[src/source/mtest_params.svh]
`ifndef MTEST_PARAMS_SVH
`define MTEST_PARAMS_SVH

// Stripe layout of the board
`define MTEST_NUM_S 4
`define MTEST_LANE_W 12

// Shared SRAM address bus
`define MTEST_ADDR_W 18

// Register window
`define MTEST_PADDR_W 5

`endif

[src/source/mtest_pkg.sv]
`include "mtest_params.svh"

package mtest_pkg;

  // One striped word, seen flat or per chip
  typedef union packed {
    logic [`MTEST_NUM_S*`MTEST_LANE_W-1:0]      flat;
    logic [`MTEST_NUM_S-1:0][`MTEST_LANE_W-1:0] lanes;
  } stripe_word_u;

  typedef struct packed {
    logic [`MTEST_LANE_W-1:0] seed;
    logic [7:0]               num_bursts;
    logic [7:0]               num_beats;
  } mtest_cfg_t;

  typedef struct packed {
    logic        busy;
    logic        done;
    logic        pass;
    logic [15:0] err_cnt;
    logic [7:0]  run_cnt;
  } mtest_status_t;

  typedef struct packed {
    logic                     valid;
    logic                     write;
    logic [`MTEST_ADDR_W-1:0] addr;
    stripe_word_u             wdata;
  } sram_cmd_t;

  typedef enum logic [1:0] {
    IDLE,
    WRITE,
    READ,
    DONE
  } mtest_state_e;

endpackage

[src/source/mtest_beat_counter.sv]
`timescale 1ns/10ps

`include "mtest_params.svh"

module mtest_beat_counter (
  input  logic                     CLK,
  input  logic                     rst_n,
  input  mtest_pkg::mtest_cfg_t    cfg,
  input  logic                     cnt_clear,
  input  logic                     cnt_step,
  output logic [`MTEST_ADDR_W-1:0] addr,
  output logic                     last
);

  logic [7:0] burst_cnt;
  logic [7:0] beat_cnt;
  logic       beat_wrap;

  assign beat_wrap = (beat_cnt == cfg.num_beats - 8'd1);
  assign last      = beat_wrap && (burst_cnt == cfg.num_bursts - 8'd1);

  // Linear address tracks burst * num_beats + beat
  always_ff @(posedge CLK) begin
    if (!rst_n) begin
      burst_cnt <= '0;
      beat_cnt  <= '0;
      addr      <= '0;
    end else if (cnt_clear) begin
      burst_cnt <= '0;
      beat_cnt  <= '0;
      addr      <= '0;
    end else if (cnt_step) begin
      addr <= addr + 1'b1;
      if (beat_wrap) begin
        beat_cnt  <= '0;
        burst_cnt <= burst_cnt + 8'd1;
      end else begin
        beat_cnt <= beat_cnt + 8'd1;
      end
    end
  end

endmodule

[config.mk]
export PLATFORM = sky130hd
export DESIGN_NAME = mtest_beat_counter
export DESIGN_NICKNAME = d
export VERILOG_FILES = /design/src/source/mtest_pkg.sv /design/src/source/mtest_beat_counter.sv
export VERILOG_INCLUDE_DIRS = /design/src /design/src/source
export SDC_FILE = /design/constraint.sdc
export NUM_CORES = 1
export LEC_CHECK = 0
export ABC_AREA = 1
export ABC_CLOCK_PERIOD_IN_PS = 3400
export BUFFER_PORTS_ARGS = -buffer_cell sky130_fd_sc_hd__buf_2
export CORE_MARGIN = 2
export CORE_UTILIZATION = 55
export CTS_CLUSTER_SIZE = 14
export DETAILED_ROUTE_END_ITERATION = 7
export PLACE_DENSITY = 0.81
export SLEW_MARGIN = 20
export SYNTH_ARGS = -nofsm -noshare
export SYNTH_HDL_FRONTEND = slang
export SYNTH_SLANG_ARGS = --single-unit
[constraint.sdc]
create_clock -name CLK -period 3.4 [get_ports CLK]
set_clock_uncertainty 0.05 [all_clocks]
set_input_delay 0.34 -clock CLK [delete_from_list [all_inputs] [get_ports CLK]]
set_output_delay 0.34 -clock CLK [all_outputs]
set_load 0.02 [all_outputs]
* Yosys cells after proc, flatten, opt, wreduce, memory -nomap -nowiden *
Index checks and enable logic that the tools add are counted.

cells by class
  add/subtract/negate cells = 5
  equality and inequality tests = 2
  muxes and demuxes = 1
  bitwise operators = 1
  reductions and logical operators = 3

operators by type and width
  cell                                                                 count
  18-bit by 1-bit adder with 18-bit output (second input constant)     1
  8-bit by 1-bit adder with 8-bit output (second input constant)       2
  8-bit equality test                                                  2
  8-bit by 1-bit subtractor with 8-bit output (second input constant)  2
  8-bit two-way mux                                                    1
  2-bit AND reduction                                                  1
  2-bit OR reduction                                                   1
  1-bit logical AND                                                    1
  1-bit inverter                                                       1

storage, ports and cells
  bits in registers = 34
  output and inout bits = 19
  logic and storage cells = 15

* Logic depth before layout (Yosys ltp) *
  depth after elaboration = 3
  depth in mapped cells = 12
  depth with buffers taken out = 12

* Least setup slack after synthesis *
No wires, ideal clock.

  kind = input port to output port
  start = input port cfg[0] in the netlist's numbering
  end = output port last
  arrival = 1604 ps
  required time = 3010 ps
  path slack = 1406 ps
  stages = 10
  buffers on the path = 0
  cells stage by stage = inv_1 ha_1 or2_1 nand2_1 nand2_1 nand2_1 nand2_2 nor2_8 nand2_1 nor2_1

on the way
  word-level cells in the longest chain between the ends = 3

RTL lines
  what                                         line                      source
  start, declared                              mtest_beat_counter.sv:8   input mtest_pkg::mtest_cfg_t cfg,
  8-bit by 1-bit subtractor with 8-bit output  mtest_beat_counter.sv:19  assign beat_wrap = (beat_cnt == cfg.num_beats - 8'd1);
  8-bit equality test                          mtest_beat_counter.sv:19
  1-bit logical AND                            mtest_beat_counter.sv:20  assign last = beat_wrap && (burst_cnt == cfg.num_bursts - 8'd1);
  end, declared                                mtest_beat_counter.sv:12  output logic last

Every way passes these cells.

* Final worst setup path *
Ends and elaborated chain as after synthesis.

==> impl_results.md <==
- Synth cell types: 29
- Worst path required time: 3010 ps
- GP Congestion: 0.815
- Synth area leader: dfxtp_1
- CTS tree: built
- Die Ht: 67.1 um
- Worst setup SP type: primary input
- DP HPWL: 3300 um
- Leak: 0.00115 uW
- Antenna violations before repair: 0
- Hold_buf cts: 0
- RSZ-0062 raised after global routing: false
- Power per cell area: 319 nW/um^2
- Clock Latency Late Sink: 280 ps
- CP Capture Type: output pin
- Diode count: 0
- Maximum vdd ir drop: 0.000254 V
- Outcome: completed
- Setup_tns: 0 ps
- YS warnings: 0
- # IOs: 51
- CP max FO: 10
- Top_reg_cell synth: dfxtp_1
- Crit path kind: primary input to output pin
- Async S/R FF share, synth: 0%
- # DRC: 0
- Final slew viol count: 0
- Die area: 4500 um^2
- First-pass GRT wire length: 7670 um
- Vias in the first global route: 1914
- PortBufs: 38
- Filler cell count: 338
- TritonCTS Buffers: 5
- GRT Residual Overflow: 0
- Cell count after synthesis: 319
- Total GRT Usage: 22.2%
- # setup viols final: 0
- Initial Utilization: 58.5%
- Row count: 22
- Vias/cell: 5.10
- Mapped cell area: 2190 um^2
- Area share of the largest cell type after synthesis: 31.1%
- Period utilization: 64.3%
- Post-Route Utilization: 66.3%
- Placed Area: 2390 um^2
- Via count: 2079
- Clk slew on worst S/H paths: 70 ps
- Sequential area share after synthesis: 31.1%
- Post-synth EDFFs: 0
- Min Tclk post-route: 2190 ps
- Core area: 3740 um^2
- Routed len/inst: 10.8 um
- Critical Path AT: 1800 ps
- Dominant cells by area after synthesis: dfxtp_1 31%, nand2_1 12%, inv_1 7.0%, nor2_1 6.3%, xnor2_1 6.0%
- Net count after synthesis: 356
- Final nets: 396
- Drt total wl: 4390 um
- Worst Max-Slew Pin Slew: 601 ps
- Clk Tree Root Cell: clkbuf_8
- CTS resizes: 0
- Max Clock Freq: 457 MHz
- Worst Hold Class: primary input to flip-flop
- CTS Sinks: 34
- Iter 0 DRT Violations: 88
- Htree depth: 2
- Fin area: 2480 um^2
- Maxcap violations: 0
- Synth Area per Inst: 6.86 um^2
- Post-synthesis sequential element count: 34
- Die Span X: 67.1 um
- Final Hold Viols: 0
- Synthesis-to-finish area growth: 13.4%
- Fraction of layout cells with a size suffix above 1: 17.5%
- Buffer depth of the longest clock path: 2
- DR pass1 iterations: 4
- Post-CTS setup buffer count: 0
- Max_slew headroom: 59.7%
- Largest net degree at the start of global routing: 22
- Final ANT Viol Nets: 0
[area by class of cell]
type / instances / area, um^2 / share of cell area, %
multi-input combinational: 236 / 1290 / 52.0
sequential: 34 / 681 / 27.4
timing repair buffer: 39 / 198 / 7.96
inverter: 43 / 161 / 6.50
clock buffer: 7 / 86.3 / 3.48
tap: 48 / 60.1 / 2.42
clock inverter: 1 / 5.00 / 0.202
[path summary, 6_finish.rpt]
check	start	to	slack (ps)	depth (start not counted)
min reg2reg	addr[16]	addr[16]	440	2
min	cnt_step	addr[0]	440	2
max	cfg[0]	last	1210	12
max reg2reg	addr[8]	addr[15]	1780	7
[cell usage in the layout, fill, tap and decap left out, types with 3 or more instances in the layout]
master and count:
inv_1 41, nor2_1 37, buf_2 38, o21ai_0 8, nor3_1 11, dfxtp_1 34, clkbuf_8 6, nand2_2 6
nand2_1 70, ha_1 5, nand4_1 14, nor2_2 3, nand3_1 17, a21oi_1 20, xnor2_1 15, xor2_1 15
[state kept, by name, summed over array words and instances, names as in the netlist]
register,cells
burst_cnt,8
beat_cnt,8
addr,18
[cell families (layout without fill, tap and decap cells)]
group	Yosys count	count (layout)	share of synthesized area [%]
simple gates	168	168	36.2
buf+inv	49	90	9.88
flops	34	34	31.1
compound gates	33	33	7.94
xor+xnor	30	30	12.0
fa+ha+maj	5	5	2.86
[synthesized netlist by cell type, types with 3 or more instances]
cell     count
inv_1       41
nand2_1     70
nand2_2      6
nor2_1      37
ha_1         5
nor2_2       3
nor3_1      11
dfxtp_1     34
nand4_1     14
o21ai_0      8
buf_6        4
nand3_1     17
a21oi_1     20
xnor2_1     15
xor2_1      15
[worst max-delay path: stages]
cell and delay, ps:
buf_2 100, inv_1 70, ha_1 240, or2_1 240, nand2_1 60, nand2_1 40, nand2_1 60, nand2_2 90
nor2_8 170, nand2_1 100, nor2_1 110, buf_2 170
[metal layers]
| metal | wire length (um) | track usage [%] |
|---|---|---|
| met4 | 68 | 8.67 |
| met5 | 0 | 0 |
| met2 | 2150 | 39.7 |
| met3 | 214 | 6.25 |
| met1 | 1960 | 24.4 |
[metrics by stage]
stage | setup slack [ps] | power, uW | instances | hold slack [ps]
floorplan | 1410 | 472 | 319 | 415
global placement | 1220 | 494 | 400 | 421
detailed placement | 1200 | 497 | 400 | 430
CTS | 1200 | 801 | 408 | 420
global route | 1050 | 828 | 408 | 469
finish | 1210 | 791 | 408 | 435
[power by group]
part           total [uW]  internal (uW)  switching [uW]
Combinational        86.7           33.3            53.4
Clock                 303            163             140
Sequential            401            400            1.70
(Power assumes the default switching activity.)
