<file path="src/source/mtest_params.svh">
`ifndef MTEST_PARAMS_SVH
`define MTEST_PARAMS_SVH

// Stripe layout of the board
`define MTEST_NUM_S 4
`define MTEST_LANE_W 12

// Shared SRAM address bus
`define MTEST_ADDR_W 18

// Register window
`define MTEST_PADDR_W 5

`endif

</file>
<file path="src/source/mtest_pkg.sv">
`include "mtest_params.svh"

package mtest_pkg;

  // One striped word, seen flat or per chip
  typedef union packed {
    logic [`MTEST_NUM_S*`MTEST_LANE_W-1:0]      flat;
    logic [`MTEST_NUM_S-1:0][`MTEST_LANE_W-1:0] lanes;
  } stripe_word_u;

  typedef struct packed {
    logic [`MTEST_LANE_W-1:0] seed;
    logic [7:0]               num_bursts;
    logic [7:0]               num_beats;
  } mtest_cfg_t;

  typedef struct packed {
    logic        busy;
    logic        done;
    logic        pass;
    logic [15:0] err_cnt;
    logic [7:0]  run_cnt;
  } mtest_status_t;

  typedef struct packed {
    logic                     valid;
    logic                     write;
    logic [`MTEST_ADDR_W-1:0] addr;
    stripe_word_u             wdata;
  } sram_cmd_t;

  typedef enum logic [1:0] {
    IDLE,
    WRITE,
    READ,
    DONE
  } mtest_state_e;

endpackage

</file>
<file path="src/source/mtest_fsm.sv">
`timescale 1ns/10ps

`include "mtest_params.svh"

module mtest_fsm (
  input  logic                     CLK,
  input  logic                     rst_n,
  input  mtest_pkg::mtest_cfg_t    cfg,
  input  logic                     start,
  output logic                     cnt_clear,
  output logic                     cnt_step,
  input  logic [`MTEST_ADDR_W-1:0] addr,
  input  logic                     last,
  input  mtest_pkg::stripe_word_u  wdata,
  input  logic                     rvalid,
  input  logic                     mismatch,
  output mtest_pkg::sram_cmd_t     cmd,
  output mtest_pkg::mtest_status_t status
);

  import mtest_pkg::*;

  mtest_state_e state;
  logic         beat_ph;
  logic         rd_drain;
  logic         cmp_last;
  logic [15:0]  err_cnt;
  logic [7:0]   run_cnt;
  logic         launch;
  logic         empty_run;
  logic         issuing;

  assign launch    = start && ((state == IDLE) || (state == DONE));
  assign empty_run = (cfg.num_bursts == 8'd0) || (cfg.num_beats == 8'd0);

  // Word loop is active in both passes until the read pass starts draining
  assign issuing = (state == WRITE) || ((state == READ) && !rd_drain);

  // First half of a word issues the beat, second half moves the counter
  always_comb begin
    cnt_clear = launch;
    cnt_step  = 1'b0;
    if (issuing && beat_ph) begin
      if (last) begin
        cnt_clear = (state == WRITE);
      end else begin
        cnt_step = 1'b1;
      end
    end
  end

  always_comb begin
    cmd.valid = issuing && !beat_ph;
    cmd.write = (state == WRITE);
    cmd.addr  = addr;
    cmd.wdata = wdata;
  end

  always_ff @(posedge CLK) begin
    if (!rst_n) begin
      state    <= IDLE;
      beat_ph  <= 1'b0;
      rd_drain <= 1'b0;
      cmp_last <= 1'b0;
      err_cnt  <= '0;
      run_cnt  <= '0;
    end else begin
      case (state)
        IDLE, DONE: begin
          if (launch) begin
            err_cnt <= '0;
            beat_ph <= 1'b0;
            if (empty_run) begin
              state   <= DONE;
              run_cnt <= run_cnt + 8'd1;
            end else begin
              state <= WRITE;
            end
          end
        end
        WRITE: begin
          beat_ph <= !beat_ph;
          if (beat_ph && last) begin
            state <= READ;
          end
        end
        READ: begin
          if (mismatch && (err_cnt != 16'hFFFF)) begin
            err_cnt <= err_cnt + 16'd1;
          end
          if (cmp_last) begin
            // Mismatch of the final word is counted above in this cycle
            state    <= DONE;
            run_cnt  <= run_cnt + 8'd1;
            cmp_last <= 1'b0;
            rd_drain <= 1'b0;
          end else if (rd_drain) begin
            // Only the final read is still in flight here
            if (rvalid) begin
              cmp_last <= 1'b1;
            end
          end else begin
            beat_ph <= !beat_ph;
            if (beat_ph && last) begin
              rd_drain <= 1'b1;
            end
          end
        end
        default: state <= IDLE;
      endcase
    end
  end

  always_comb begin
    status.busy    = (state == WRITE) || (state == READ);
    status.done    = (state == DONE);
    status.pass    = (state == DONE) && (err_cnt == 16'd0);
    status.err_cnt = err_cnt;
    status.run_cnt = run_cnt;
  end

  // SRAM beat takes two cycles, so commands can never be back to back
  assert property (@(posedge CLK) disable iff (!rst_n) cmd.valid |=> !cmd.valid)
    else $error("command issued while a beat is outstanding");

endmodule

</file>
<file path="config.mk">
export PLATFORM = sky130hd
export DESIGN_NAME = mtest_fsm
export DESIGN_NICKNAME = d
export VERILOG_FILES = /design/src/source/mtest_pkg.sv /design/src/source/mtest_fsm.sv
export VERILOG_INCLUDE_DIRS = /design/src /design/src/source
export SDC_FILE = /design/constraint.sdc
export NUM_CORES = 1
export LEC_CHECK = 0
export BUFFER_PORTS_ARGS = -buffer_cell sky130_fd_sc_hd__buf_2
export CORE_MARGIN = 2
export CORE_UTILIZATION = 41
export DETAILED_ROUTE_END_ITERATION = 16
export PLACE_DENSITY = 0.89
export SETUP_SLACK_MARGIN = 0.5
export SLEW_MARGIN = 20
export SYNTH_ARGS = -nofsm -noshare
export SYNTH_HDL_FRONTEND = slang
export SYNTH_SLANG_ARGS = --single-unit
</file>
<file path="constraint.sdc">
create_clock -name CLK -period 5 [get_ports CLK]
set_clock_uncertainty 0.2 [all_clocks]
set_input_delay 0.5 -clock CLK [delete_from_list [all_inputs] [get_ports CLK]]
set_output_delay 0.5 -clock CLK [all_outputs]
set_load 0.05 [all_outputs]
</file>
Yosys cells after proc, flatten, opt, wreduce, memory -nomap -nowiden
Cells that the tools add are included.

word-level totals
  word-level logic and storage cells = 68
  output and inout bits = 97
  input port bits = 100
  register bits = 29

cells by class
  add/subtract/negate cells = 2
  reductions and logical operators = 23
  eq/ne operators = 11
  multiplexer cells = 26

operator list
  cell                                                                   number
  16-bit 2-to-1 mux                                                      2
  16-bit one-hot mux with 2 select lines                                 1
  8-bit 2-to-1 mux                                                       3
  16-bit by 1-bit adder with 16-bit output, second input constant        1
  16-bit zero test                                                       1
  8-bit zero test                                                        2
  16-bit != test, second input constant                                  1
  8-bit one-hot mux with 2 select lines                                  1
  1-bit 2-to-1 mux                                                       13
  2-bit != test, second input constant                                   6
  3-bit AND reduction                                                    3
  8-bit by 1-bit adder with 8-bit output, second input constant          1
  2-bit 2-to-1 mux                                                       4
  1-bit logical AND                                                      7
  2-bit one-hot mux with 3 select lines                                  1
  2-bit equality test, second input constant                             2
  1-bit logical OR                                                       4
  4-bit AND reduction                                                    1
  1-bit one-hot mux with 3 select lines                                  1
  2-bit by 1-bit equality test with 1-bit output, second input constant  1
  1-bit zero test                                                        2
  2-bit zero test                                                        1
  2-bit by 1-bit != test with 1-bit output, second input constant        1
  2-bit nonzero test                                                     1
  2-bit OR reduction                                                     1

Logic depth before layout (Yosys ltp)
  depth in word-level cells = 5
  mapped depth = 8
  gate-level depth less buffers = 7

Worst setup path before layout
OpenSTA, ideal clock, no wires.

  path kind = reg-to-output
  start point = reg state[0]
  end point = out cnt_step
  buffers on the path = 1
  cell stages (with the launch flop) = 7
  required time = 4300 ps
  arrival = 2310 ps
  setup slack = 1990 ps
  cell sequence = dfxtp_1 -> inv_1 -> ha_1 -> clkbuf_1 -> nor2b_1 -> nor2_1 -> nor3b_1

between the ends
  longest elaborated chain between the ends = 5
  elaborated cells on any way between the ends = 6

ends and longest elaborated chain
  item                      line             source
  start: declaration        mtest_fsm.sv:23  mtest_state_e state;
  start signal: assignment  mtest_fsm.sv:61  state <= IDLE;
  start signal: assignment  mtest_fsm.sv:74  state <= DONE;
  start signal: assignment  mtest_fsm.sv:77  state <= WRITE;
  2-bit equality test       mtest_fsm.sv:37  assign issuing = (state == WRITE) || ((state == READ) && !rd_drain);
  1-bit logical AND         mtest_fsm.sv:37
  1-bit logical OR *        mtest_fsm.sv:37
  1-bit logical AND *       mtest_fsm.sv:43  if (issuing && beat_ph) begin
  1-bit 2-to-1 mux *        mtest_fsm.sv:43
  end: declaration          mtest_fsm.sv:11  output logic cnt_step,

Mark *: on every way between the ends. The rest lies on a longest branch, timed or not.

Final worst setup path
  start point = reg state[0]
  end point = out cnt_clear

between the ends
  longest elaborated chain between the ends = 5
  elaborated cells on any way between the ends = 11

ends and longest elaborated chain
  item                                                          line                              source
  2-bit equality test (tied with other cells)                   mtest_fsm.sv:33                   assign launch = start && ((state == IDLE) || (state == DONE));
  1-bit logical OR / 1-bit logical AND (equally long branches)  mtest_fsm.sv:33, mtest_fsm.sv:37
  1-bit logical AND / 1-bit logical OR (equally long branches)  mtest_fsm.sv:33, mtest_fsm.sv:37
  1-bit 2-to-1 mux / 1-bit logical AND (equally long branches)  mtest_fsm.sv:44, mtest_fsm.sv:43
  1-bit 2-to-1 mux *                                            mtest_fsm.sv:43
  end: declaration                                              mtest_fsm.sv:10                   output logic cnt_clear,

Marked as above.

==> metrics.cfg <==
[status]
status = completed

[setup_path]
crit_family = adder cells
cp.arrival_ns = 1.95
cp_slowest_cell = ha_1
endpoint_kind = primary output
cp-start-kind = register
crit_fanout = 16
setup.worst_path.end = cnt_clear
cp.required_ns = 4.30
crit_path_cell_trace = inv_1 -> ha_1 -> nor2b_1 -> a31oi_1 -> a31o_2 -> buf_2
r2r-start = state[0]$_SDFFE_PN0P_
reg2reg_to = run_cnt[7]$_SDFFE_PN0P_
cp.depth = 6
critPathMaxStageDelay_ns = 0.48
r2r_slack_ns = 2.56
crit_type = reg -> out
rr_worst_depth = 7
critPathLaunch = state[0]$_SDFFE_PN0P_
cp_num_buf_inv = 2

[route]
routed_wl_um = 4900
vias = 1885
vias_per_cell = 5.71
drt_drc_violations_left = 0
dr.first_iter.drc_count = 164
wl_per_cell_um = 14.8
drt_pass1_iterations = 4
ant_nets = 0

[floorplan]
core_area_um2 = 5070
start_util = 0.423
dieArea_um2 = 5830
io_pins = 197
die_w_um = 76.4
core.rowCount = 26
die_y_um = 76.4

[finish]
area_growth_pct = -2.68
drive_above_1_share = 0.254
final_net_count = 366
final_cells = 330
antenna_cells = 0
post-route-cell-area_um2 = 2090
utilization = 0.412

[global_route]
track_usage = 0.159
grt_pass1_vias = 1662
overflow = 0
grt_use_met2 = 0.262
grt_pass1_wl_um = 7640
busiest_layer = met2
antenna_found_initial = 0
grt_max_degree = 17
use_met3 = 0.0498
globalRouteMet1Util = 0.189

[place]
place_congestion = 0.907
dp_slack_ns = 2.40
place_area_um2 = 1970
place_hpwl_um = 3650
io_buffers = 52
dp.cells = 322

[cts]
clock_sinks = 29
clock_latency_ns = 0.28
ctsHoldBuffers = 0
cts-htree-levels = 2
path_clk_slew_ns = 0.07
cts_resized = 0
clk_path_buf_depth = 2
postCtsSetupBuffers = 0
clock-root-buffer = clkbuf_8
cts_tree = yes
cts_buffers = 5

[power]
power_density_nw_per_um2 = 464
peakVddDrop_mv = 0.581
totalPowerFinal_mw = 0.970
p_leak_nw = 0.836

[logic_synthesis]
synth-async-reset-ratio = 0
synth-edff-count = 0
ys_ff_latch = 29
synthesis.nets = 379
postSynthAreaPerCell_um2 = 7.90
synth_ff_type = dfxtp_1
synth_cells = 272
synth_top_area_share = 0.270
synthTopCellsByArea = dfxtp_1 27%, buf_4 23%, ha_1 4.1%
seq_area_frac_synth = 0.270
ys_types = 43
synth_largest_area_cell = dfxtp_1
yosysWarnings = 0
syn_area_um2 = 2150

[sta]
fin_tns_setup_ns = 0
hold_viol_final = 0
finalCriticalPeriod_ns = 2.65
drv_slew = 0
grt_setup_unrepaired = false
tightestPinTransition_ns = 0.592
finalSetupViolations = 0
hold_ws_ns = 0.284
period_share = 0.529
max_freq_mhz = 378
layout_setup_ws_ns = 2.35
slew_headroom = 0.602

[min_path]
hold_path_class = reg -> reg

[flow_run]
cap_violations = 0

-- final cells by class --
cell class	instances	area, um2
Inverter	10	37.5
Fill cell	516	2980
Sequential cell	29	581
Clock buffer	7	86.3
Clock inverter	1	30.0
Tap cell	70	87.6
Timing Repair Buffer	52	260
Multi-Input combinational cell	161	1010
-- layout by cell type (no fill, tap or decap), types with 2 or more instances in the layout --
master / n
xor2_1: 2
a21o_1: 2
nand2b_1: 2
nor3_1: 5
o211ai_1: 2
a31oi_1: 6
nor4b_1: 3
ha_1: 7
nand4_1: 7
buf_2: 52
nand2_1: 14
inv_1: 10
or4_4: 2
nor2_1: 18
or4_1: 7
a211oi_1: 4
a21oi_1: 10
clkbuf_8: 6
o21ai_1: 6
nor3b_1: 2
or3_1: 7
o311ai_1: 2
o21ai_0: 12
nor4_1: 4
and3_1: 3
o31ai_1: 5
nand3_1: 13
dfxtp_1: 29
nor2b_1: 3
-- sequential cells by signal (all words and copies together) (netlist names) --
| signal | count |
|---|---|
| state | 2 |
| cmp_last | 1 |
| err_cnt | 16 |
| beat_ph | 1 |
| run_cnt | 8 |
| rd_drain | 1 |
-- cells by family (layout without fill, tap and decap cells) --
logic type | count (synthesis) | after routing | share of synthesized area
AOI/OAI and AO/OA | 58 | 58 | 0.175
xor gates and xnor gates | 2 | 2 | 0.00816
adders and majority gates | 7 | 7 | 0.0408
buffers and inverters | 82 | 70 | 0.260
DFF | 29 | 29 | 0.270
muxes | 1 | 1 | 0.00524
and+or+nand+nor | 93 | 93 | 0.241
-- cells in the mapped netlist, types with 2 or more instances --
library cell and count:
buf_4 66, dfxtp_1 29, nor2_1 18, nand2_1 14
nand3_1 13, o21ai_0 12, a21oi_1 10, inv_1 10
ha_1 7, nand4_1 7, or3_1 7, or4_1 7
a31oi_1 6, o21ai_1 6, nor3_1 5, o31ai_1 5
a211oi_1 4, nor4_1 4, and3_1 3, buf_2 3
clkbuf_1 3, nor2b_1 3, nor4b_1 3, a21o_1 2
nand2b_1 2, nor3b_1 2, o211ai_1 2, o311ai_1 2
or4_4 2, xor2_1 2
-- worst min path at each step --
stage	to	startpoint	cells after the start
floorplan	rd_drain$_SDFFE_PN0N_	cmp_last$_SDFFE_PN0N_	1
global placement	run_cnt[7]$_SDFFE_PN0P_	run_cnt[7]$_SDFFE_PN0P_	2
detailed placement	run_cnt[7]$_SDFFE_PN0P_	run_cnt[7]$_SDFFE_PN0P_	2
CTS	run_cnt[7]$_SDFFE_PN0P_	run_cnt[7]$_SDFFE_PN0P_	2
global route	cmp_last$_SDFFE_PN0N_	rvalid	3
finish	run_cnt[7]$_SDFFE_PN0P_	run_cnt[7]$_SDFFE_PN0P_	2
-- where the power goes --
part / internal (mW) / switching [mW]
clock: 0.162 / 0.0922
combinational: 0.123 / 0.314
sequential: 0.250 / 0.0277
-- layer usage --
layer / vias up / routed length [um]
li1: 886 / -
met1: 861 / 2010
met2: 118 / 2290
met3: 20 / 467
met4: 0 / 130
met5: - / 0
-- worst reg2reg max path, cell delays in order, from the launching register on --
cell	delay, ns
dfxtp_1	0.40
inv_1	0.06
ha_1	0.38
nor2b_1	0.25
nor2_1	0.11
o221ai_2	0.25
or4_1	0.57
a21oi_1	0.15
Power figures use the tool's default switching activity.
