--- config.mk ---
export PLATFORM = sky130hd
export DESIGN_NAME = mtest_apb_regs
export DESIGN_NICKNAME = d
export VERILOG_FILES = /design/src/source/mtest_pkg.sv /design/src/source/mtest_apb_regs.sv
export VERILOG_INCLUDE_DIRS = /design/src /design/src/source
export SDC_FILE = /design/constraint.sdc
export NUM_CORES = 1
export LEC_CHECK = 0
export BUFFER_PORTS_ARGS = -buffer_cell sky130_fd_sc_hd__buf_4
export CORE_AREA = 2 2 71 66
export DETAILED_ROUTE_END_ITERATION = 8
export DIE_AREA = 0 0 73 68
export GPL_ROUTABILITY_DRIVEN = 0
export HOLD_SLACK_MARGIN = 0.06
export PLACE_DENSITY = 0.84
export SYNTH_ARGS = -nofsm -noshare
export SYNTH_HDL_FRONTEND = slang
export SYNTH_SLANG_ARGS = --single-unit
--- constraint.sdc ---
create_clock -name CLK -period 2.51 [get_ports CLK]
set_clock_uncertainty 0.1 [all_clocks]
set_input_delay 0.251 -clock CLK [delete_from_list [all_inputs] [get_ports CLK]]
set_output_delay 0.251 -clock CLK [all_outputs]
set_load 0.02 [all_outputs]
--- src/source/mtest_params.svh ---
`ifndef MTEST_PARAMS_SVH
`define MTEST_PARAMS_SVH

// Stripe layout of the board
`define MTEST_NUM_S 4
`define MTEST_LANE_W 12

// Shared SRAM address bus
`define MTEST_ADDR_W 18

// Register window
`define MTEST_PADDR_W 5

`endif

--- src/source/mtest_pkg.sv ---
`include "mtest_params.svh"

package mtest_pkg;

  // One striped word, seen flat or per chip
  typedef union packed {
    logic [`MTEST_NUM_S*`MTEST_LANE_W-1:0]      flat;
    logic [`MTEST_NUM_S-1:0][`MTEST_LANE_W-1:0] lanes;
  } stripe_word_u;

  typedef struct packed {
    logic [`MTEST_LANE_W-1:0] seed;
    logic [7:0]               num_bursts;
    logic [7:0]               num_beats;
  } mtest_cfg_t;

  typedef struct packed {
    logic        busy;
    logic        done;
    logic        pass;
    logic [15:0] err_cnt;
    logic [7:0]  run_cnt;
  } mtest_status_t;

  typedef struct packed {
    logic                     valid;
    logic                     write;
    logic [`MTEST_ADDR_W-1:0] addr;
    stripe_word_u             wdata;
  } sram_cmd_t;

  typedef enum logic [1:0] {
    IDLE,
    WRITE,
    READ,
    DONE
  } mtest_state_e;

endpackage

--- src/source/mtest_apb_regs.sv ---
`timescale 1ns/10ps

`include "mtest_params.svh"

module mtest_apb_regs (
  input  logic                      CLK,
  input  logic                      rst_n,
  input  logic                      psel,
  input  logic                      penable,
  input  logic                      pwrite,
  input  logic [`MTEST_PADDR_W-1:0] paddr,
  input  logic [31:0]               pwdata,
  output logic [31:0]               prdata,
  output mtest_pkg::mtest_cfg_t     cfg,
  output logic                      start,
  input  mtest_pkg::mtest_status_t  status
);

  logic wr_en;

  // Access phase of a write, config is frozen while a run is active
  assign wr_en = psel && penable && pwrite && !status.busy;

  always_ff @(posedge CLK) begin
    if (!rst_n) begin
      cfg.seed       <= '0;
      cfg.num_bursts <= 8'd1;
      cfg.num_beats  <= 8'd16;
      start          <= 1'b0;
    end else begin
      start <= 1'b0;
      if (wr_en) begin
        case (paddr)
          'h00: begin
            cfg.seed <= pwdata[27:16];
            start    <= pwdata[0];
          end
          'h04: begin
            cfg.num_bursts <= pwdata[15:8];
            cfg.num_beats  <= pwdata[7:0];
          end
          default: begin
          end
        endcase
      end
    end
  end

  // Zero wait states, so read data is decoded straight from paddr
  always_comb begin
    prdata = '0;
    if (psel) begin
      case (paddr)
        'h04: prdata[15:0] = {cfg.num_bursts, cfg.num_beats};
        'h08: prdata[2:0] = {status.pass, status.done, status.busy};
        'h0C: prdata[15:0] = status.err_cnt;
        'h10: prdata[7:0] = status.run_cnt;
        default: prdata = '0;
      endcase
    end
  end

  // APB access phase only follows a setup phase on the same slave
  assert property (@(posedge CLK) disable iff (!rst_n) penable |-> psel)
    else $error("penable high without psel");

endmodule

Word-level counts from Yosys, hierarchy flattened
Cells that the tools add are included.
Widths: inputs -> output; s select.

storage, ports and cells
  output and inout port bits = 61
  bits in registers = 29
  word-level logic and storage cells = 20
  bits of input ports = 69

cells by class
  reductions and logical operators = 8
  multiplexer cells = 4
  equality and inequality tests = 4

operators with widths
  cell                count
  $mux 16             1
  $pmux 8 s2          1
  $pmux 5 s3          1
  $pmux 3 s4          1
  $eq 5x4->1 const B  2
  $eq 5x3->1 const B  1
  $eq 5x5->1 const B  1
  $logic_not 5->1     1
  $reduce_and 2->1    2
  $logic_and 1x1->1   3
  $reduce_and 3->1    1
  $logic_not 1->1     1

Depth between registers and ports, before layout
Gate-level depths: netlist of the first run.

  depth after elaboration = 4
  mapped depth = 5
  mapped depth without buffers = 3

Least setup slack after synthesis of the first run
Ideal clock, no wire load.

  kind = input-to-output
  from = input paddr[1]
  to = output prdata[1]
  arrival = 1312 ps
  data required time = 2159 ps
  path buffers = 1
  slack = 847 ps
  cell stages on the path = 4
  path through = nor3_2 > clkbuf_1 > nand3_1 > a41oi_1

on the way
  longest elaborated chain between the ends = 3
  elaborated cells between the ends (all ways) = 6
  those cells by class = eq/ne (4); mux (2)

RTL lines
  item                                      line                  source
  start: declaration                        mtest_apb_regs.sv:11  input logic [`MTEST_PADDR_W-1:0] paddr,
  $eq 5x5->1, or another cell as far along  mtest_apb_regs.sv:53  case (paddr)
  $pmux 3 s4 *                              mtest_apb_regs.sv:53
  $mux 16 *                                 mtest_apb_regs.sv:52  if (psel) begin
  end: declaration                          mtest_apb_regs.sv:13  output logic [31:0] prdata,

Every way passes the cells marked *; elsewhere a longest branch is shown, timed or not.

Final worst setup path of the first run
Ends and elaborated chain as after synthesis.

==> key figures, run 1 <==
Floorplanning
  • Die area: 4960 µm²
  • Chip height: 68 µm
  • Core Rows: 23
  • Initial Utilization: 42.0%
  • Ports: 130
  • Core area: 4290 µm²
  • Die width: 73 µm

Route
  • Routed wire per std cell: 13.0 µm
  • Post-DRT Antenna Nets: 0
  • Via density: 4.98
  • Initial DRT Pass Iterations: 4
  • Starting DRC count in detailed routing: 55
  • Vias: 1869
  • DRC errors left: 0
  • Final wirelength: 4890 µm

Synth
  • FF+latch count, synth: 29
  • Cell taking the most area after synthesis: dfxtp_1
  • Syn Std Cell Area: 1800 µm²
  • Synth Instances: 222
  • Avg Inst Size Synth: 8.12 µm²
  • Post-synth top cells: 52 x nand2_1, 43 x nand3_1, 29 x dfxtp_1
  • Register area share after synthesis: 32.2%
  • Main synth FF type: dfxtp_1
  • Ys async rst share: 0%
  • Synth top area share: 32.2%
  • Most common cell in the synthesized netlist: nand2_1
  • Syn. warnings: 0
  • Largest cells by area after synthesis: dfxtp_1 32%, mux2i_1 16%, nand3_1 12%
  • EDFF count, synth: 0
  • Netlist cell types: 22

STA
  • Crit share post-route: 75.4%
  • Worst Tran Pin Value: 0.696 ns
  • Highest Clock Rate: 0.528 GHz
  • Max Slew Vio Count: 0
  • RSZ-0062 raised after global routing: false
  • Final Hold Viols: 0
  • Final setup fails: 0
  • Period minus WS final: 1.89 ns
  • Setup_tns: 0 ns
  • Slew margin rel.: 53.3%

Min path
  • Hold Path Class: in2reg

Finish
  • Post-route insts no fill: 375
  • Multi-input logic area: 1050 µm²
  • Sequential Area: 581 µm²
  • Fraction of layout cells with a size suffix above 1: 39.4%
  • Filler Cells Inserted: 393
  • ANT cells: 0
  • Util after Layout: 62.0%
  • Final #Nets: 394
  • Area growth from synthesis to layout: 47.5%

Placement
  • Post-DP HPWL: 3780 µm
  • Inst Count DP: 368
  • PortBufs: 109

Critical path
  • Critical Path Sink Type: output port
  • Worst-path fanout max: 12
  • CP Launch Type: input port
  • CP required: 2.16 ns
  • Critical Path AT: 1.54 ns
  • Setup Crit Path Kind: in2out

Global route
  • Total grt overflow: 0
  • First-pass GRT wire length: 7710 µm
  • GRT Total Usage: 20.1%
  • Initial antenna violation count: 0
  • Largest net degree at the start of global routing: 57
  • Vias in the first global route: 1676

Run status
  • Run status: completed

Clock network
  • Clock insertion delay at the later pin of the skew report: 0.28 ns
  • Clk buf depth: 2
  • Hold buffer count at cts: 0
  • Clk slew on worst S/H paths: 0.06 ns
  • # Post-CTS Setup Buffers: 0
  • H-tree depth: 2
  • Clock root buffer: clkbuf_8
  • Cts bufs inserted: 5
  • Clk sinks: 29
  • PostCTS Resize Cnt: 0
  • CTS tree: yes

Power and ir drop
  • Flop pwr share: 42.0%
  • Switching power: 264 µW
  • Comb power frac: 15.9%
  • PwrDens: 413 nW/µm²
  • Internal: 834 µW
  • Switching fraction of total power: 24.1%
  • Maximum vdd ir drop: 0.265 mV
  • Leakage power: 0.00113 µW
  • Clock share of power: 42.2%

Flow run
  • Max cap viols: 0
## placed cells by master, fill, tap and decap left out
cell type and instances:
a21boi_1 8, a31oi_1 5, a41oi_1 3, buf_4 115, bufinv_16 1, clkbuf_8 5, clkinv_2 1, conb_1 16
dfxtp_1 29, mux2i_1 28, nand2_1 52, nand3_1 43, nand4b_2 1, nor2_1 2, nor2b_1 8, nor3_2 1
nor3b_1 1, nor3b_4 1, nor4b_4 2, o211ai_1 2, o21ba_2 1
## registers in the layout, summed over array words and instances, names as in the netlist
name	flops
cfg	28
start	1
## cell type report
type	instances	share of cell area (%)
clock inverter	2	1.32
clock buffer	5	2.59
multi-input combinational	174	39.5
sequential	29	21.8
timing repair buffer	115	32.5
tap	50	2.35
## power by group through the flow
stage	Combinational, µW	Sequential [µW]	Clock (µW)
4_1_cts	174	461	475
5_1_grt	191	461	496
3_3_place_gp	171	471	0
6_report	174	461	463
2_1_floorplan	98.4	472	0
3_5_place_dp	174	471	0
## cells by family after synthesis
group / after synthesis / synth area share [%]
other: 1 / 0.208
and+or+nand+nor: 111 / 31.4
AOI/OAI and AO/OA: 19 / 7.91
DFF: 29 / 32.2
buffers and inverters: 34 / 12.7
muxes: 28 / 15.5
## worst max-delay path, stage by stage
cell and delay [ns]:
buf_4 0.13, nor3_2 0.59, nand3_1 0.15, a41oi_1 0.24, buf_4 0.17
## metal layers
metal / part of all wire (%) / global-route usage (%) / wire length, µm
met2: 50 / 35.0 / 2470
met4: 0.72 / 5.56 / 35
met3: 7.2 / 5.74 / 354
met1: 42 / 24.2 / 2030
met5: 0 / 0 / 0
## path summary, 6_finish.rpt
kind,startpoint,endpoint,slack (ns),depth (start not counted)
max,paddr[1],prdata[1],0.62,5
min,pwdata[20],cfg[20],0.12,3
max reg2reg,cfg[6],cfg[6],1.74,2
min reg2reg,cfg[26],cfg[26],0.36,2
## metrics by stage
stage | area, µm² | hold slack (ns) | total power, µW | setup WS, ns
2_1_floorplan | 1860 | 0.293 | 570 | 0.847
3_3_place_gp | 2560 | 0.343 | 642 | 0.566
3_5_place_dp | 2560 | 0.348 | 645 | 0.482
4_1_cts | 2660 | 0.115 | 1110 | 0.600
5_1_grt | 2660 | 0.119 | 1150 | 0.397
6_report | 2660 | 0.121 | 1100 | 0.617
Note: power is estimated with default switching activity, not from simulation.
==> run 2: changes to the inputs <==
Settings changed: ABC_AREA set to 1, CORE_AREA 2 2 71 66 to 2 2 78 72, DIE_AREA 0 0 73 68 to 0 0 80 74, PLACE_DENSITY 0.84 to 0.76.
Clock period 2.51 ns to 1.7 ns, I/O delays scaled along.
==> run 2 against run 1 <==
Combinational power is 66% higher; core utilization decreased by 7.8 points; synthesized area grew 4.2%; first-iteration DRC count grew 47%.
==> key figures, run 2 <==
Synth
  • Cell taking the most area after synthesis: dfxtp_1
  • Ys async rst share: 0%
  • Post-synth top cells: 67 x nand2_1, 59 x nor2_1, 29 x dfxtp_1
  • Main synth FF type: dfxtp_1
  • Syn Std Cell Area: 1880 µm²
  • Largest cells by area after synthesis: dfxtp_1 31%, nand2_1 13%, nor2_1 12%
  • Avg Inst Size Synth: 6.57 µm²
  • FF+latch count, synth: 29
  • Register area share after synthesis: 30.9%
  • Synth Instances: 286
  • EDFF count, synth: 0
  • Most common cell in the synthesized netlist: nand2_1
  • Synth top area share: 30.9%
  • Netlist cell types: 24
  • Syn. warnings: 0

Placement
  • DP Worst Slack: 0.165 ns
  • DP Area: 2670 µm²
  • PortBufs: 109
  • Post-DP HPWL: 4080 µm

Clock network
  • Clock insertion delay at the later pin of the skew report: 0.28 ns
  • CTS tree: yes
  • Clk sinks: 29
  • Clk buf depth: 2
  • Cts bufs inserted: 5
  • Clk slew on worst S/H paths: 0.06 ns
  • H-tree depth: 2
  • PostCTS Resize Cnt: 0
  • Clock root buffer: clkbuf_8

Floorplanning
  • Core area: 5130 µm²
  • Chip height: 74 µm
  • Die width: 80 µm
  • Ports: 130
  • Initial Utilization: 36.6%
  • Die area: 5920 µm²
  • Core Rows: 25

Route
  • Starting DRC count in detailed routing: 81
  • Vias: 2076
  • Routed wire per std cell: 11.3 µm
  • Post-DRT Antenna Nets: 0
  • DRC errors left: 0
  • Initial DRT Pass Iterations: 4
  • Via density: 4.48
  • Final wirelength: 5250 µm

Flow run
  • Max cap viols: 0

STA
  • Setup_tns: 0 ns
  • RSZ-0062 raised after global routing: false
  • Highest Clock Rate: 0.656 GHz
  • Min Hold Slack: 0.0775 ns
  • Final setup fails: 0
  • Crit share post-route: 89.6%
  • Max Slew Vio Count: 0
  • Final Hold Viols: 0
  • Worst setup margin: 0.176 ns
  • Period minus WS final: 1.52 ns

Min path
  • Hold Path Class: in2reg

Critical path
  • Worst-path fanout max: 16
  • Critical Path Sink Type: output port
  • Setup Crit Path Kind: in2out
  • CP required: 1.43 ns
  • Critical Path AT: 1.25 ns
  • CP Launch Type: input port

Finish
  • Multi-input logic area: 1020 µm²
  • Sequential Area: 581 µm²
  • Number of flip-flops in the largest register: 28
  • Most frequent cells in the layout: 114 x buf_4, 67 x nand2_1, 59 x nor2_1, 29 x dfxtp_1, 24 x nand3_1
  • Filler Cells Inserted: 516
  • Area growth from synthesis to layout: 48.0%
  • Most common cell after layout, fill and taps aside: buf_4
  • Finished layout cell area: 2780 µm²
  • Final #Nets: 464
  • Largest regs: cfg x28, start x1
  • Util after Layout: 54.2%
  • Reg with most FFs: cfg
  • ANT cells: 0
  • Fraction of layout cells with a size suffix above 1: 34.8%

Global route
  • Total grt overflow: 0
  • Largest net degree at the start of global routing: 30
  • Initial antenna violation count: 0
  • GRT Total Usage: 17.5%
  • Vias in the first global route: 1889
  • First-pass GRT wire length: 8200 µm

Run status
  • Run status: completed

Power and ir drop
  • Leakage power: 0.00147 µW
  • PwrDens: 544 nW/µm²
  • Maximum vdd ir drop: 0.418 mV
[run 2: changes by cell type in the layout (fill, tap and decap cells not counted), moves of 14 or more]
cell,before,now
nor2_1,2,59
mux2i_1,28,0
inv_1,0,22
nand3_1,43,24
nand2_1,52,67
nand3b_1,0,14
nand4_1,0,14
[run 2: stage by stage]
| step | instances | power [µW] |
|---|---|---|
| after global placement | 452 | 977 |
| final | 463 | 1510 |
| after global routing | 463 | 1580 |
| after CTS | 463 | 1530 |
| after floorplan | 301 | 866 |
| after detailed placement | 452 | 979 |
[run 2: cell families (layout without fill, tap and decap cells)]
group / Yosys count / after routing / share of synthesized area, %
simple gates: 190 / 190 / 49.1
other cells: 1 / 16 / 0.200
compound gates: 8 / 8 / 2.13
buf+inv: 58 / 153 / 17.6
flops: 29 / 29 / 30.9
[run 2: per-layer routing]
metal	track usage [%]	wire length, µm	vias up
met5	0	0	-
met4	5.08	58	0
met3	7.04	618	5
met2	29.9	2380	93
met1	20.4	2200	889
li1	-	-	1089
[run 2: worst max-delay path: stages]
cell and delay, ns:
buf_4 0.16, nor2_8 0.19, inv_4 0.06, nor2_8 0.24, nand2_1 0.10, a21oi_1 0.16
buf_4 0.17
[run 2: cell type report]
cell class	count	area share (%)
inverter	27	3.78
clock buffer	6	2.61
timing repair buffer	118	32.6
tap	67	3.01
multi-input combinational	214	36.8
sequential	29	20.9
clock inverter	2	0.360
[run 2: worst paths after layout]
path                                    to  startpoint  depth (start not counted)  slack, ns
worst max-delay path            prdata[15]    paddr[4]                          7       0.18
worst min-delay path               cfg[22]  pwdata[22]                          5       0.08
worst min register to register     cfg[27]     cfg[27]                          2       0.38
worst max register to register      cfg[5]      cfg[5]                          2       0.98
[run 2: timing repair]
action                     4_1_cts  5_1_grt
hold endpoints to repair         3        0
setup endpoints to repair        0        0
buffers inserted                 0        0
hold buffers                     3        0
[run 2: report_power, final]
group	switching, µW	internal (µW)	total [µW]
registers	1.08	681	682
clock network	261	283	544
logic	148	140	288
