--- src/source/mtest_params.svh ---
`ifndef MTEST_PARAMS_SVH
`define MTEST_PARAMS_SVH

// Stripe layout of the board
`define MTEST_NUM_S 4
`define MTEST_LANE_W 12

// Shared SRAM address bus
`define MTEST_ADDR_W 18

// Register window
`define MTEST_PADDR_W 5

`endif

--- src/source/mtest_pkg.sv ---
`include "mtest_params.svh"

package mtest_pkg;

  // One striped word, seen flat or per chip
  typedef union packed {
    logic [`MTEST_NUM_S*`MTEST_LANE_W-1:0]      flat;
    logic [`MTEST_NUM_S-1:0][`MTEST_LANE_W-1:0] lanes;
  } stripe_word_u;

  typedef struct packed {
    logic [`MTEST_LANE_W-1:0] seed;
    logic [7:0]               num_bursts;
    logic [7:0]               num_beats;
  } mtest_cfg_t;

  typedef struct packed {
    logic        busy;
    logic        done;
    logic        pass;
    logic [15:0] err_cnt;
    logic [7:0]  run_cnt;
  } mtest_status_t;

  typedef struct packed {
    logic                     valid;
    logic                     write;
    logic [`MTEST_ADDR_W-1:0] addr;
    stripe_word_u             wdata;
  } sram_cmd_t;

  typedef enum logic [1:0] {
    IDLE,
    WRITE,
    READ,
    DONE
  } mtest_state_e;

endpackage

--- src/source/mtest_pattern_gen.sv ---
`timescale 1ns/10ps

`include "mtest_params.svh"

module mtest_pattern_gen (
  input  logic                     CLK,
  input  logic                     rst_n,
  input  logic [`MTEST_ADDR_W-1:0] addr,
  input  logic [`MTEST_LANE_W-1:0] seed,
  input  logic                     rvalid,
  input  mtest_pkg::stripe_word_u  rdata,
  output mtest_pkg::stripe_word_u  expected,
  output logic                     mismatch
);

  import mtest_pkg::*;

  logic [`MTEST_ADDR_W-1:0] addr_d1;
  logic [`MTEST_ADDR_W-1:0] addr_d2;
  stripe_word_u             rd_expected;

  // Lane s holds addr ^ seed ^ (s << 8)
  function automatic stripe_word_u pattern(input logic [`MTEST_ADDR_W-1:0] a,
                                           input logic [`MTEST_LANE_W-1:0] s_seed);
    stripe_word_u w;
    for (int s = 0; s < `MTEST_NUM_S; s++) begin
      w.lanes[s] = a[`MTEST_LANE_W-1:0] ^ s_seed ^ (`MTEST_LANE_W'(s) << 8);
    end
    return w;
  endfunction

  assign expected = pattern(addr, seed);

  // Read data lands three cycles after issue, the counter moves two cycles
  // after issue, so two stages put the read address back in line
  always_ff @(posedge CLK) begin
    addr_d1 <= addr;
    addr_d2 <= addr_d1;
  end

  assign rd_expected = pattern(addr_d2, seed);

  always_ff @(posedge CLK) begin
    if (!rst_n) begin
      mismatch <= 1'b0;
    end else begin
      mismatch <= rvalid && (rdata.flat != rd_expected.flat);
    end
  end

endmodule

--- config.mk ---
export PLATFORM = sky130hd
export DESIGN_NAME = mtest_pattern_gen
export DESIGN_NICKNAME = d
export VERILOG_FILES = /design/src/source/mtest_pkg.sv /design/src/source/mtest_pattern_gen.sv
export VERILOG_INCLUDE_DIRS = /design/src /design/src/source
export SDC_FILE = /design/constraint.sdc
export NUM_CORES = 1
export LEC_CHECK = 0
export BUFFER_PORTS_ARGS = -buffer_cell sky130_fd_sc_hd__buf_4
export CAP_MARGIN = 10
export CORE_MARGIN = 2
export CORE_UTILIZATION = 37
export DETAILED_ROUTE_END_ITERATION = 6
export PLACE_DENSITY = 0.81
export REMOVE_ABC_BUFFERS = 1
export SYNTH_ARGS = -nofsm -noshare
export SYNTH_HDL_FRONTEND = slang
export SYNTH_SLANG_ARGS = --single-unit
export TNS_END_PERCENT = 5
--- constraint.sdc ---
create_clock -name CLK -period 2.4 [get_ports CLK]
set_input_delay 0.24 -clock CLK [delete_from_list [all_inputs] [get_ports CLK]]
set_output_delay 0.24 -clock CLK [all_outputs]
set_load 0.03 [all_outputs]
; Word-level counts from Yosys, hierarchy flattened
; Index checks and enable logic that the tools add are counted.
; W data, S select, Z words.
[classes]
n_eq_ne = 1
n_bitwise = 8
reduce_logical = 1
[op_table]
columns = operator, n
row1 = $ne A48 B48 Y1, 1
row2 = $xor A12 B12 Y12, 2
row3 = $not A1 Y1, 4
row4 = $not A2 Y2, 2
row5 = $logic_and A1 B1 Y1, 1
[word_totals]
in_bits = 81
out_inout_bits = 49
ff_bits = 25

; Longest topological paths before layout
; Gate-level depths: netlist of run 1.
[depth]
depth_word = 4
depth_mapped = 5

; Worst setup path after synthesis of run 1
; OpenSTA, ideal clock, no wires.
[synth_timing]
kind = register to register
startpoint = reg addr_d2[7]
endpoint = reg mismatch
t_required_ns = 2.278
n_path_buf = 0
synth_period_minus_slack_ns = 1.744
path_slack_ns = 0.656
arrival_ns = 1.622
path_stages_with_launch = 6
cell_sequence = dfxtp_1 -> xor2_1 -> or4_4 -> a2111oi_4 -> o2111ai_1 -> o311a_1
[synth_via]
elab_chain_cells = 3
[synth_lines]
columns = element, line
row1 = "start, declared", mtest_pattern_gen.sv:19  ; logic [`MTEST_ADDR_W-1:0] addr_d2;
row2 = "start signal, assigned", mtest_pattern_gen.sv:38  ; addr_d2 <= addr_d1;
row3 = $xor A12 B12 Y12, mtest_pattern_gen.sv:27  ; w.lanes[s] = a[`MTEST_LANE_W-1:0] ^ s_seed ^ (`MTEST_LANE_W'(s) << 8);
row4 = $ne A48 B48 Y1, mtest_pattern_gen.sv:47  ; mismatch <= rvalid && (rdata.flat != rd_expected.flat);
row5 = $logic_and A1 B1 Y1, mtest_pattern_gen.sv:47
row6 = "end signal, assigned", mtest_pattern_gen.sv:47
row7 = "end, declared", mtest_pattern_gen.sv:13  ; output logic mismatch
; Every way passes these cells.
; A chain may end at the register's enable or synchronous reset.

; Worst setup path in the final report of run 1
; Ends and elaborated chain as after synthesis.

==> results of run 1 <==
## critical path, stage by stage, from the launching register on
cell	delay (ns)
dfxtp_1	0.31
xor2_1	0.16
or4_4	0.44
a2111oi_4	0.35
o2111ai_1	0.17
o311a_1	0.31
## state kept, by name, indices dropped and copies added (netlist names)
| register | cells |
|---|---|
| addr_d2 | 12 |
| addr_d1 | 12 |
| mismatch | 1 |
## layout by cell type (no fill, tap or decap), types with 3 or more instances in the layout
master      n
nand3_1     3
nand4_1     6
xnor2_1     9
nor2_1      5
dfxtp_1    25
nand2_1     6
xor2_1     24
clkbuf_8    3
buf_4     123
## cell usage after synthesis, types with 2 or more instances
cell type	number
o21ai_0	2
xor2_1	24
buf_4	34
or3_1	2
xnor2_1	9
nand2_1	6
nand4b_1	2
nor4_1	2
o41ai_1	2
nor2_1	5
nand4_1	6
nand3_1	3
nor3_1	2
dfxtp_1	25
inv_1	2
## stage by stage
stage | power, mW | setup WS (ns) | area (um^2) | hold slack (ns) | instances
after floorplan | 0.7249 | 0.2215 | 1126 | 0.2677 | 108
after global placement | 0.9733 | 0.4570 | 2110 | 0.3101 | 279
after detailed placement | 0.9812 | 0.3998 | 2110 | 0.3121 | 279
after CTS | 1.227 | 0.5439 | 2156 | 0.07310 | 283
after global routing | 1.273 | 0.4748 | 2156 | 0.06427 | 283
final | 1.205 | 0.5603 | 2156 | 0.08692 | 283
## where the power goes
| group | leakage [nW] | switching, mW | internal (mW) | total, mW |
|---|---|---|---|---|
| Clock | 0.0255 | 0.122 | 0.116 | 0.237 |
| Combinational | 0.793 | 0.299 | 0.224 | 0.524 |
| Sequential | 0.211 | 0.00661 | 0.437 | 0.443 |
| Total | 1.03 | 0.428 | 0.777 | 1.20 |
## final timing paths
path                            from                  end  slack, ns
setup / recovery  addr_d2[7]$_DFF_P_  mismatch$_SDFF_PN0_       0.56
hold / removal               addr[8]   addr_d1[8]$_DFF_P_       0.09
setup reg to reg  addr_d2[7]$_DFF_P_  mismatch$_SDFF_PN0_       0.56
hold reg to reg   addr_d1[3]$_DFF_P_   addr_d2[3]$_DFF_P_       0.33
## layout make-up
type	instances	area, um^2
clock inverter	1	5.005
tap	48	60.06
clock buffer	3	41.29
inverter	2	7.507
timing repair buffer	123	923.4
sequential	25	500.5
fill	349	1478
multi-input combinational	81	618.1
## cells by family after synthesis
logic type / count (synthesis) / share of synthesized area, %
AOI/OAI and AO/OA: 13 / 8.697
buffers and inverters: 36 / 19.02
xor gates and xnor gates: 33 / 20.92
and+or+nand+nor: 34 / 14.40
muxes: 1 / 0.7247
DFF: 25 / 36.23
## per-layer routing
metal | up-vias | GRT usage, %
li1 | 643 | -
met1 | 546 | 15.72
met2 | 72 | 29.77
met3 | 6 | 5.822
met4 | 0 | 4.688
met5 | - | 0
==> reports/qor.yml, run 1 <==
rows: 22
die_h_um: 65.10
skew_ns: 0.006336
first_iter_violations: 26
maxUsedRoutingLayer: "met4"
clk_latency_ns: 0.26
syn_area_per_cell_um2: 9.728
vias: 1267
ys_seq_area_share_pct: 36.23
cp.arrival_ns: 2.00
synthArstFlopShare_pct: 0
tritoncts: "built"
worstMarginPinSlew_ns: 0.4011
numPortBuffers: 123
synth_edf_count: 0
wire_per_inst_um: 11.49
synth_warnings: 0
initial_utilization_pct: 38.02
path_clk_slew_ns: 0.08
chipWidth_um: 65.10
rsz0062_at_grt: "no"
ys.flop_type: "dfxtp_1"
synth_area_um2: 1381
n_antenna_cell: 0
hp-class: "in -> reg"
grt_max_degree: 15
gp_congestion: 0.6690
cts_root_buf: "clkbuf_8"
hold_viol: 0
gr-total-overflow: 0
worstPathRequired_ns: 2.56
drive_gt1_share_pct: 54.89
cts-hold-fix-buffers: 0
routed_wl_um: 3253
utilization_pct: 59.33
clock_path_buffers: 2
grt_usage_pct: 15.63
setup_viol: 0
yosysTopAreaCell: "dfxtp_1"
cts-buffers-inserted: 3
synth_top_area_share_pct: 36.23
coreArea_um2: 3633
period_share_pct: 76.65
slew_headroom_pct: 72.57
viasPerCell: 4.477
cts_setup_buffers: 0
crit_path_max_fanout: 3
h-tree-depth: 1
dr.pass1.iters: 3
syn_inst: 142
synthTopCellsByArea: "dfxtp_1, buf_4, xor2_1"
max_freq_ghz: 0.5436
max_cap_viol_count: 0
antenna_found_initial: 0
rr_worst_depth: 5
timing.setup.tns_ns: 0
ys_ff_latch: 25
cts_resized: 0
syn_to_final_growth_pct: 56.07
wl_met1_um: 1098
wl_met3_um: 413
synth_cell_type_count: 31
slew_viol_final: 0
grt_first_pass_wirelength_um: 5099
path_class: "reg -> reg"
io_pins: 130
start_kind: "flip-flop"
final.min_clock_period_ns: 1.840
grt_pass1_vias: 1251
drcViolationCount: 0
fp.dieArea_um2: 4238
crit_path_end_kind: "flip-flop"
ant_nets: 0
status: "finished, final reports clean"
peakVddDrop_mv: 0.4082
nets: 317
wl_met2_um: 1680
cts_sinks: 25
leakagePower_nw: 1.030
hpwl_um: 2894
hold_path_depth: 1
power.density_nw_per_um2: 558.7
Power figures use the tool's default switching activity.
==> inputs of run 2 (changes only) <==
--- a/config.mk
+++ b/config.mk
@@ -6,10 +6,11 @@
 export SDC_FILE = /design/constraint.sdc
 export NUM_CORES = 1
 export LEC_CHECK = 0
+export ABC_AREA = 1
 export BUFFER_PORTS_ARGS = -buffer_cell sky130_fd_sc_hd__buf_4
 export CAP_MARGIN = 10
 export CORE_MARGIN = 2
-export CORE_UTILIZATION = 37
+export CORE_UTILIZATION = 43
 export DETAILED_ROUTE_END_ITERATION = 6
 export PLACE_DENSITY = 0.81
 export REMOVE_ABC_BUFFERS = 1
==> constraint.sdc (replaced) <==
create_clock -name CLK -period 1.8 [get_ports CLK]
set_input_delay 0.18 -clock CLK [delete_from_list [all_inputs] [get_ports CLK]]
set_output_delay 0.18 -clock CLK [all_outputs]
set_load 0.03 [all_outputs]
==> run 2 against run 1 <==
Maximum frequency grew 35%; sequential cell count is the same; via count grew 66%; die area grew 25%; non-clock buffer count is the same; synthesized area grew 47%; critical path type unchanged; highest routed layer unchanged.
==> reports/qor.yml, run 2 <==
io_pins: 130
vias: 2100
clock_path_buffers: 2
first_iter_violations: 58
grt_first_pass_wirelength_um: 7479
cts_setup_buffers: 0
start_kind: "flip-flop"
reg2reg_from: "addr_d2[6]$_DFF_P_"
hold_viol: 0
synthTopCellsByArea: "dfxtp_1, nand2_1, buf_4"
cts_resized: 0
rows: 24
dr.pass1.iters: 4
tritoncts: "built"
viasPerCell: 4.412
path_clk_slew_ns: 0.09
hp-class: "in -> reg"
clk_latency_ns: 0.27
fp.dieArea_um2: 5279
hpwl_um: 4075
syn_area_per_cell_um2: 6.124
max_freq_ghz: 0.7364
crit_end: "mismatch$_SDFF_PN0_"
worstMarginPinSlew_ns: 0.3001
drive_gt1_share_pct: 34.91
dp_cells: 472
crit_start: "addr_d2[6]$_DFF_P_"
grt_usage_pct: 17.49
peakVddDrop_mv: 0.4437
worstPathRequired_ns: 1.96
die_h_um: 72.66
fill_cells: 418
final_common_cell: "buf_4"
yosysTopAreaCell: "dfxtp_1"
synth_top_area_share_pct: 24.69
cp.arrival_ns: 1.52
syn_inst: 331
stdcell_count: 476
finalInstanceArea_um2: 2805
cts_root_buf: "clkbuf_8"
nets: 506
routed_wl_um: 4628
initial_utilization_pct: 45.61
h-tree-depth: 1
p_sw_mw: 0.6810
n_antenna_cell: 0
crit_path_max_fanout: 3
ys_ff_latch: 25
grt_pass1_vias: 1902
r2r-end: "mismatch$_SDFF_PN0_"
synth_cell_type_count: 16
cts-hold-fix-buffers: 0
skew_ns: 0.003965
swShare_pct: 38.49
status: "finished, final reports clean"
ys_seq_area_share_pct: 24.69
gp_congestion: 0.8572
drcViolationCount: 0
utilization_pct: 63.12
chipWidth_um: 72.66
total_power_mw: 1.770
slew_viol_final: 0
antenna_found_initial: 0
slew_headroom_pct: 79.93
synth_area_um2: 2027
top_regs: "addr_d1: 12 flops, addr_d2: 12 flops, mismatch: 1 flops"
gr-total-overflow: 0
synth_edf_count: 0
numPortBuffers: 123
period_share_pct: 75.44
grt_max_degree: 14
synth_warnings: 0
path_class: "reg -> reg"
power.density_nw_per_um2: 630.8
ys.flop_type: "dfxtp_1"
mostFrequentLayoutCells: "buf_4, nand2_1, inv_1, nand3_1, dfxtp_1"
ant_nets: 0
synthArstFlopShare_pct: 0
syn_to_final_growth_pct: 38.40
synthTopCellsByCount: "nand2_1, inv_1, buf_4, nand3_1, dfxtp_1"
placed_area_um2: 2760
intPower_mw: 1.088
cts-buffers-inserted: 3
p_clk_share_pct: 18.8
dp_worst_setup_slack_ns: 0.4613
coreArea_um2: 4444
final.min_clock_period_ns: 1.358
final.setup.worst_slack_ns: 0.4421
leakagePower_nw: 1.688
max_cap_viol_count: 0
r2r_slack_ns: 0.44
synth.most_common_cell: "nand2_1"
power_frac_comb_pct: 47.6
p_seq_share_pct: 33.7
cts_sinks: 25
wire_per_inst_um: 9.723
hold_path_depth: 1
rsz0062_at_grt: "no"
setup_viol: 0
crit_path_end_kind: "flip-flop"
rr_worst_depth: 11
[run 2: power groups by stage]
stage | combinational [mW] | sequential [mW] | clock [mW]
2_1_floorplan | 0.481 | 0.608 | 0
3_3_place_gp | 0.833 | 0.607 | 0
3_5_place_dp | 0.847 | 0.609 | 0
4_1_cts | 0.850 | 0.596 | 0.350
5_1_grt | 0.914 | 0.599 | 0.369
6_report | 0.842 | 0.596 | 0.332
[run 2: routing by layer]
metal	up-vias	track usage (%)	wire length (um)
met5	-	0	0
met3	6	4.696	452
met2	82	33.33	2351
li1	1146	-	-
met1	866	19.20	1773
met4	0	3.704	50
[run 2: how the worst min path moves through the flow]
stage | startpoint | end
2_1_floorplan | addr[0] | addr_d1[0]$_DFF_P_
3_3_place_gp | addr[4] | addr_d1[4]$_DFF_P_
3_5_place_dp | addr[2] | addr_d1[2]$_DFF_P_
4_1_cts | addr[8] | addr_d1[8]$_DFF_P_
5_1_grt | addr[6] | addr_d1[6]$_DFF_P_
6_report | addr[8] | addr_d1[8]$_DFF_P_
[run 2: cells by family (layout without fill, tap and decap cells)]
logic type	Yosys count	in the layout	synth area share, %
DFF	25	25	24.69
AOI/OAI and AO/OA	3	3	0.7400
xor gates and xnor gates	24	24	10.37
buffers and inverters	85	178	22.04
and+or+nand+nor	194	194	42.16
[run 2: area by class of cell]
type / count / area, um^2 / area share (%)
Sequential cell: 25 / 500.5 / 17.84
Clock buffer: 4 / 45.04 / 1.606
Inverter: 51 / 191.4 / 6.824
Tap cell: 52 / 65.06 / 2.319
Multi-Input combinational cell: 221 / 1080 / 38.49
Timing Repair Buffer: 123 / 923.4 / 32.92
[run 2: worst max-delay path, cell delays in order (launching register included)]
cell and delay (ns):
dfxtp_1 0.36, inv_1 0.07, nand2_2 0.08, nand2_1 0.09, nand2_1 0.08, nand2_1 0.05, nor2_1 0.09, nand2_1 0.06
nor2_1 0.10, nand2_1 0.07, nor2_1 0.14, a21oi_1 0.08
[run 2: through the flow]
step                      TNS (ns)  hold slack (ns)
after CTS                        0          0.01172
after floorplan             -11.09           0.2077
after detailed placement         0           0.3006
after global routing             0         0.004662
final                            0          0.02184
after global placement           0           0.3000
